`config.mk`:
```
export PLATFORM = sky130hd
export DESIGN_NAME = ght_top
export DESIGN_NICKNAME = d
export VERILOG_FILES = /design/src/hdl/ght_pkg.sv /design/src/hdl/ght_top.sv /design/src/hdl/ght_lookup.sv /design/src/hdl/ght_history.sv /design/src/hdl/ght_cam.sv /design/src/hdl/ght_entry.sv
export SDC_FILE = /design/constraint.sdc
export NUM_CORES = 2
export LEC_CHECK = 0
export BUFFER_PORTS_ARGS = -buffer_cell sky130_fd_sc_hd__buf_2
export CORE_MARGIN = 2
export CORE_UTILIZATION = 52
export DETAILED_ROUTE_END_ITERATION = 10
export PLACE_DENSITY_LB_ADDON = 0.1
export SETUP_SLACK_MARGIN = 0.4
export SKIP_LAST_GASP = 1
export SLEW_MARGIN = 5
export SYNTH_ARGS = -nofsm -noshare
export SYNTH_HDL_FRONTEND = slang
export SYNTH_HIERARCHICAL = 1
export SYNTH_SLANG_ARGS = --single-unit
```
`constraint.sdc`:
```
create_clock -name clk -period 16.9 [get_ports clk]
set_input_delay 3.38 -clock clk [delete_from_list [all_inputs] [get_ports clk]]
set_output_delay 3.38 -clock clk [all_outputs]
set_load 0.01 [all_outputs]
```
`src/hdl/ght_pkg.sv`:
```
/*
  shared widths, counts and key types for the global history tracker,
  plus the index hash used by the history and lookup units.
*/

package ght_pkg;

  localparam int GHT_ENTRIES  = 32;  // CAM depth.
  localparam int GHT_INDEX_W  = 13;  // key and history width.
  localparam int LOOKUP_SLOTS = 4;   // instruction slots per fetch block.
  localparam int SLOT_BYTES   = 4;   // slot stride.
  localparam int PC_W         = 32;
  localparam int NUM_THREADS  = 2;

  typedef logic [GHT_INDEX_W-1:0]  ght_index_t;
  typedef logic [GHT_INDEX_W-1:0]  ght_hist_t;   // newest outcome in bit 0.
  typedef logic [PC_W-1:0]         pc_t;
  typedef logic                    thread_t;
  typedef logic [LOOKUP_SLOTS-1:0] slot_hits_t;

  // word address bits folded with the thread's history.
  function automatic ght_index_t ght_hash(input pc_t addr, input ght_hist_t hist);
    ght_index_t idx;
    idx = addr[GHT_INDEX_W+1:2] ^ hist;
    return idx;
  endfunction

endpackage
```
`src/hdl/ght_top.sv`:
```
/*
  top level of the taken-branch tracker: history unit feeding
  the CAM, lookup unit probing it.
*/

`timescale 1ns/10ps

module ght_top import ght_pkg::*; (
  input  logic       clk,
  input  logic       rst,
  input  logic       retire_valid,
  input  pc_t        retire_pc,
  input  logic       retire_taken,
  input  thread_t    retire_thread,
  input  logic       flush,
  input  thread_t    flush_thread,
  input  logic       lookup_valid,
  input  pc_t        lookup_pc,
  input  thread_t    lookup_thread,
  output logic       lookup_done,
  output slot_hits_t lookup_hits
);

  logic       write_wen;
  ght_index_t write_index;
  thread_t    write_thread;
  ght_hist_t  hist0;
  ght_hist_t  hist1;
  ght_index_t probe_index0, probe_index1, probe_index2, probe_index3;
  logic       probe_hit0, probe_hit1, probe_hit2, probe_hit3;

  ght_history history_inst (
    .clk, .rst,
    .retire_valid, .retire_pc, .retire_taken, .retire_thread,
    .flush, .flush_thread,
    .write_wen, .write_index, .write_thread,
    .hist0, .hist1
  );

  ght_cam cam_inst (
    .clk, .rst,
    .write_wen, .write_index, .write_thread,
    .flush, .flush_thread,
    .probe_index0, .probe_index1, .probe_index2, .probe_index3,
    .probe_hit0, .probe_hit1, .probe_hit2, .probe_hit3
  );

  ght_lookup lookup_inst (
    .clk, .rst,
    .lookup_valid, .lookup_pc, .lookup_thread,
    .hist0, .hist1,
    .probe_index0, .probe_index1, .probe_index2, .probe_index3,
    .probe_hit0, .probe_hit1, .probe_hit2, .probe_hit3,
    .lookup_done, .lookup_hits
  );

endmodule

```
`src/hdl/ght_lookup.sv`:
```
/*
  fetch-block lookup: expands the block into slot addresses,
  hashes each with the thread history and registers the hits.
*/

`timescale 1ns/10ps

module ght_lookup import ght_pkg::*; (
  input  logic       clk,
  input  logic       rst,
  input  logic       lookup_valid,
  input  pc_t        lookup_pc,
  input  thread_t    lookup_thread,
  input  ght_hist_t  hist0,
  input  ght_hist_t  hist1,
  output ght_index_t probe_index0,
  output ght_index_t probe_index1,
  output ght_index_t probe_index2,
  output ght_index_t probe_index3,
  input  logic       probe_hit0,
  input  logic       probe_hit1,
  input  logic       probe_hit2,
  input  logic       probe_hit3,
  output logic       lookup_done,
  output slot_hits_t lookup_hits
);

  ght_hist_t  hist_sel;
  pc_t        slot_pc  [LOOKUP_SLOTS];
  ght_index_t slot_idx [LOOKUP_SLOTS];
  slot_hits_t probe_hits;

  assign hist_sel = lookup_thread ? hist1 : hist0;

  // consecutive slots of the fetch block.
  always_comb begin
    for (int s = 0; s < LOOKUP_SLOTS; s++) begin
      slot_pc[s]  = lookup_pc + pc_t'(s * SLOT_BYTES);
      slot_idx[s] = ght_hash(slot_pc[s], hist_sel);
    end
  end

  assign probe_index0 = slot_idx[0];
  assign probe_index1 = slot_idx[1];
  assign probe_index2 = slot_idx[2];
  assign probe_index3 = slot_idx[3];

  assign probe_hits = {probe_hit3, probe_hit2, probe_hit1, probe_hit0};  // slot 0 in bit 0.

  // one-cycle result, no back-pressure.
  always_ff @(posedge clk) begin
    if (rst) begin
      lookup_done <= 1'b0;
    end else begin
      lookup_done <= lookup_valid;
    end
  end

  always_ff @(posedge clk) begin
    if (lookup_valid) begin
      lookup_hits <= probe_hits;  // state before this edge's updates.
    end
  end

endmodule

```
`src/hdl/ght_history.sv`:
```
/*
  per-thread global history registers and generation of the
  CAM write from retired taken branches.
*/

`timescale 1ns/10ps

module ght_history import ght_pkg::*; (
  input  logic       clk,
  input  logic       rst,
  input  logic       retire_valid,
  input  pc_t        retire_pc,
  input  logic       retire_taken,
  input  thread_t    retire_thread,
  input  logic       flush,
  input  thread_t    flush_thread,
  output logic       write_wen,
  output ght_index_t write_index,
  output thread_t    write_thread,
  output ght_hist_t  hist0,
  output ght_hist_t  hist1
);

  ght_hist_t hist_q [NUM_THREADS];
  ght_hist_t cur_hist;
  logic      flush_same;

  // history of the retiring thread, before this edge's shift.
  assign cur_hist = hist_q[retire_thread];

  assign flush_same = flush && (flush_thread == retire_thread);

  // the CAM key uses the history as seen by the branch itself.
  assign write_index  = ght_hash(retire_pc, cur_hist);
  assign write_thread = retire_thread;
  assign write_wen    = retire_valid && retire_taken && !flush_same;

  /*
    a flush clears its thread and drops any retire from that
    thread in the same cycle. the other thread keeps shifting.
  */
  always_ff @(posedge clk) begin
    for (int t = 0; t < NUM_THREADS; t++) begin
      if (rst || (flush && (flush_thread == thread_t'(t)))) begin
        hist_q[t] <= '0;
      end else if (retire_valid && (retire_thread == thread_t'(t))) begin
        hist_q[t] <= {hist_q[t][GHT_INDEX_W-2:0], retire_taken};  // newest in bit 0.
      end
    end
  end

  assign hist0 = hist_q[0];
  assign hist1 = hist_q[1];

endmodule

```
`src/hdl/ght_cam.sv`:
```
/*
  taken-branch index CAM: entry array, round-robin write pointer
  and the OR reduction of per-entry hits for each probe slot.
*/

`timescale 1ns/10ps

module ght_cam import ght_pkg::*; (
  input  logic       clk,
  input  logic       rst,
  input  logic       write_wen,
  input  ght_index_t write_index,
  input  thread_t    write_thread,
  input  logic       flush,
  input  thread_t    flush_thread,
  input  ght_index_t probe_index0,
  input  ght_index_t probe_index1,
  input  ght_index_t probe_index2,
  input  ght_index_t probe_index3,
  output logic       probe_hit0,
  output logic       probe_hit1,
  output logic       probe_hit2,
  output logic       probe_hit3
);

  logic [GHT_ENTRIES-1:0] wr_ptr;  // one-hot, oldest entry.
  logic [GHT_ENTRIES-1:0] hit0_way;
  logic [GHT_ENTRIES-1:0] hit1_way;
  logic [GHT_ENTRIES-1:0] hit2_way;
  logic [GHT_ENTRIES-1:0] hit3_way;

  // pointer rotates on every write, flushes leave it alone.
  always_ff @(posedge clk) begin
    if (rst) begin
      wr_ptr <= GHT_ENTRIES'(1);
    end else if (write_wen) begin
      wr_ptr <= {wr_ptr[GHT_ENTRIES-2:0], wr_ptr[GHT_ENTRIES-1]};
    end
  end

  for (genvar e = 0; e < GHT_ENTRIES; e++) begin : g_entry
    ght_entry entry_inst (
      .clk          (clk),
      .rst          (rst),
      .wen          (write_wen && wr_ptr[e]),
      .write_index  (write_index),
      .write_thread (write_thread),
      .flush        (flush),
      .flush_thread (flush_thread),
      .probe_index0 (probe_index0),
      .probe_index1 (probe_index1),
      .probe_index2 (probe_index2),
      .probe_index3 (probe_index3),
      .hit0         (hit0_way[e]),
      .hit1         (hit1_way[e]),
      .hit2         (hit2_way[e]),
      .hit3         (hit3_way[e])
    );
  end

  assign probe_hit0 = |hit0_way;
  assign probe_hit1 = |hit1_way;
  assign probe_hit2 = |hit2_way;
  assign probe_hit3 = |hit3_way;

endmodule

```
`src/hdl/ght_entry.sv`:
```
/*
  one CAM entry: valid flag, owning thread and stored index,
  compared against four probe keys at once.
*/

`timescale 1ns/10ps

module ght_entry import ght_pkg::*; (
  input  logic       clk,
  input  logic       rst,
  input  logic       wen,
  input  ght_index_t write_index,
  input  thread_t    write_thread,
  input  logic       flush,
  input  thread_t    flush_thread,
  input  ght_index_t probe_index0,
  input  ght_index_t probe_index1,
  input  ght_index_t probe_index2,
  input  ght_index_t probe_index3,
  output logic       hit0,
  output logic       hit1,
  output logic       hit2,
  output logic       hit3
);

  logic       valid;
  thread_t    owner;
  ght_index_t index;
  logic       flush_own;

  // only a live entry can be claimed by a flush.
  assign flush_own = valid && flush && (flush_thread == owner);

  always_ff @(posedge clk) begin
    if (rst || flush_own) begin
      valid <= 1'b0;  // flush wins over a same-cycle write.
    end else if (wen) begin
      valid <= 1'b1;
      owner <= write_thread;
      index <= write_index;
    end
  end

  assign hit0 = valid && (index == probe_index0);
  assign hit1 = valid && (index == probe_index1);
  assign hit2 = valid && (index == probe_index2);
  assign hit3 = valid && (index == probe_index3);

endmodule

```
==> reports/qor.csv <==
metric;value;unit
Core Region;0.07926;mm²
clk_skew;24.19;ps
reg2reg start;history_inst/hist_q[1][5]$_SDFFCE_PN0P_;
die area;0.08252;mm²
Worst-Skew Late Latency;630;ps
Leakage;11.85;nW
final core occ;0.5473;
yosys warns;6;
number of H-tree levels;3;
slew margin rel.;0.08495;
number of synthesized flops with an enable pin;478;
largest area contributor in the synthesized netlist;xnor2_1;
global-route met3 utilization;0.05992;
Layout area overhead;3.977;%
number of global-route vias before repair;29437;
syn_nets;3851;
Via density;6.335;
die span in x;287.3;µm
Hold Violations, Final;0;
setup ws final;8450;ps
Synth top cells by count;xnor2_1 (1722), edfxtp_1 (478), nand4_1 (395), buf_6 (200), nand2_1 (147);
FMAX;118.3;MHz
Setup violations, final;0;
Hold Slack;467.9;ps
Die Y;287.3;µm
Max Cap Viol;0;
required time of the critical path;17250;ps
fin crit share;0.5000;
Mapped Area;0.04172;mm²
FFs w/ async S/R, synth;0;
DR pass1 iterations;5;
Initial Util;0.5264;
Finished Layout Cells;4643;
routed wire length;156600;µm
initial antenna violation count;3;
CP max FO;23;
placed cells;4523;
Worst Hold Launch;cam_inst/wr_ptr[0]$_SDFFE_PP1P_;
fillcell total;6847;
Post-CTS Setup Inserts;0;
crit end category;flop;
PortBufs;39;
first-pass GRT wire length;219100;µm
met2 usage;0.5877;
ANT nets after route;0;
Mean Syn Cell Area;11.05;µm²
Mapped Cells;3774;
cell with the most instances after synthesis;xnor2_1;
RSZ-0062 raised after global routing;no;
synth unique cells;38;
GRT overflow;0;
CTS resizes;0;
GRT busiest layer;met2;
pre-CTS WS;8075;ps
# rows;103;
CTS Root Cell;clkbuf_16;
post-synth top area share;0.3615;
Final Slew Violations;0;
outcome;finished, final reports clean;
via count;29412;
synth top area cells;xnor2_1 (36%), edfxtp_1 (34%), nand4_1 (5.9%), buf_6 (5.4%), nor4_2 (4.0%);
hold crit path type;reg -> reg;
Reg clk slew, reported paths;60;ps
wire per inst;33.72;µm
largest net degree at the start of global routing;65;
post-route design area;0.04338;mm²
Placer Congestion;0.9290;
Crit. Startpoint;lookup_thread;
fin crit period;8450;ps
share of cells above drive strength 1;0.1331;
Tightest Pin Transition;1370;ps
crit path DAT;8800;ps
CP startpoint kind;input pin;
TNS Setup;0;ps
critical path type;in -> reg;
Post-CTS Hold Buffers;0;
nets@finish;3618;
DRT iter0 DRCs;3484;
CTS tree;built;
Primary FF master, synth;edfxtp_1;
total power draw;4.315;mW
grt met1 use;0.4945;
Power Dens Cells;99.47;mW/mm²
Clock Sinks;543;
sequential area share after synthesis;0.3752;
Yosys reg bits;543;
TritonCTS Buffers;66;
CTS Buffer Depth;3;
VDD IR-drop max;0.07013;mV
placed inst area;0.04125;mm²
# IOs;78;
hpwl dp;91570;µm
GRT Total Usage;0.3784;
detailed-route DRC error count;0;
-- critical path: stages --
cell and delay [ps]:
buf_2 400, mux2i_1 450, xnor2_4 160, buf_4 650, xor2_4 860, buf_4 720
xnor2_1 120, nand4_1 140, nor4_2 80, nor4_1 940, nand4_1 450, or2_1 410
-- sequential cells by signal, indices dropped and copies added (netlist names) --
name / flops
lookup_inst/lookup_done: 1
cam_inst/wr_ptr: 32
cam_inst/g_entry.entry_inst/valid: 32
history_inst/hist_q: 26
lookup_inst/lookup_hits: 4
cam_inst/g_entry.entry_inst/owner: 32
cam_inst/g_entry.entry_inst/index: 416
-- cell families (layout without fill, tap and decap cells) --
| group | count (synthesis) | after routing | share of synthesized area |
|---|---|---|---|
| AO/OA/AOI/OAI | 36 | 36 | 0.004589 |
| other | 0 | 3 | 0 |
| buffers and inverters | 451 | 267 | 0.09015 |
| adder cells (fa/ha/maj) | 4 | 4 | 0.001200 |
| flip-flops | 543 | 543 | 0.3752 |
| multiplexers | 26 | 26 | 0.006628 |
| AND/OR/NAND/NOR | 957 | 957 | 0.1517 |
| XOR/XNOR | 1757 | 1757 | 0.3705 |
-- placed cells by master (no fill, tap or decap), types with 2 or more instances in the layout --
cell	Yosys	layout
clkbuf_8	0	10
clkbuf_16	0	69
edfxtp_1	478	478
xnor2_4	0	9
buf_4	100	106
clkinv_1	0	5
clkinv_2	0	6
clkbuf_1	3	18
inv_4	0	2
nor3_1	55	55
inv_1	7	4
nor3b_2	0	32
and2_1	32	32
dfxtp_1	65	65
inv_6	0	2
nor4b_2	8	8
nor4_1	30	30
nor4_2	132	132
ha_1	4	4
bufinv_16	0	3
mux2i_1	24	24
nand2_1	147	147
nand3_1	6	6
a21oi_1	33	32
diode_2	0	3
buf_2	139	36
nor4b_1	4	4
or2_1	4	4
inv_2	0	2
nand4_1	395	395
a211o_1	3	3
xnor2_1	1722	1697
nor2_1	73	73
xor2_4	0	26
and3_1	32	32
xnor2_2	9	25
clkinvlp_4	0	2
-- layout make-up --
type	count	area (µm²)	area share
Multi-Input combinational cell	2780	23250	0.5360
Clock inverter	20	193.9	0.004471
Antenna cell	3	7.507	0.0001731
Tap cell	1050	1314	0.03028
Clock buffer	97	1932	0.04453
Sequential cell	543	15660	0.3609
Timing Repair Buffer	143	996.0	0.02296
Inverter	7	28.78	0.0006634
-- layer usage --
metal  routed length, µm  up-vias
met2               69460     1839
met4               11840        0
li1                    -    12340
met5                   0        -
met3               14730      623
met1               60550    14610
-- final timing paths --
kind                                               end  slack (ps)  cells past startpoint
setup / recovery  lookup_inst/lookup_hits[1]$_DFFE_PP_        8450                     12
hold reg to reg        cam_inst/wr_ptr[0]$_SDFFE_PP1P_         470                      1
setup reg to reg  lookup_inst/lookup_hits[1]$_DFFE_PP_       11270                     11
hold / removal         cam_inst/wr_ptr[0]$_SDFFE_PP1P_         470                      1
-- power by group --
group,switching (mW),total (mW),internal (mW)
Clock,0.600,1.44,0.838
Combinational,0.914,1.38,0.463
Sequential,0.00679,1.50,1.49
Total,1.52,4.32,2.79
Note: power is estimated with default switching activity, not from simulation.
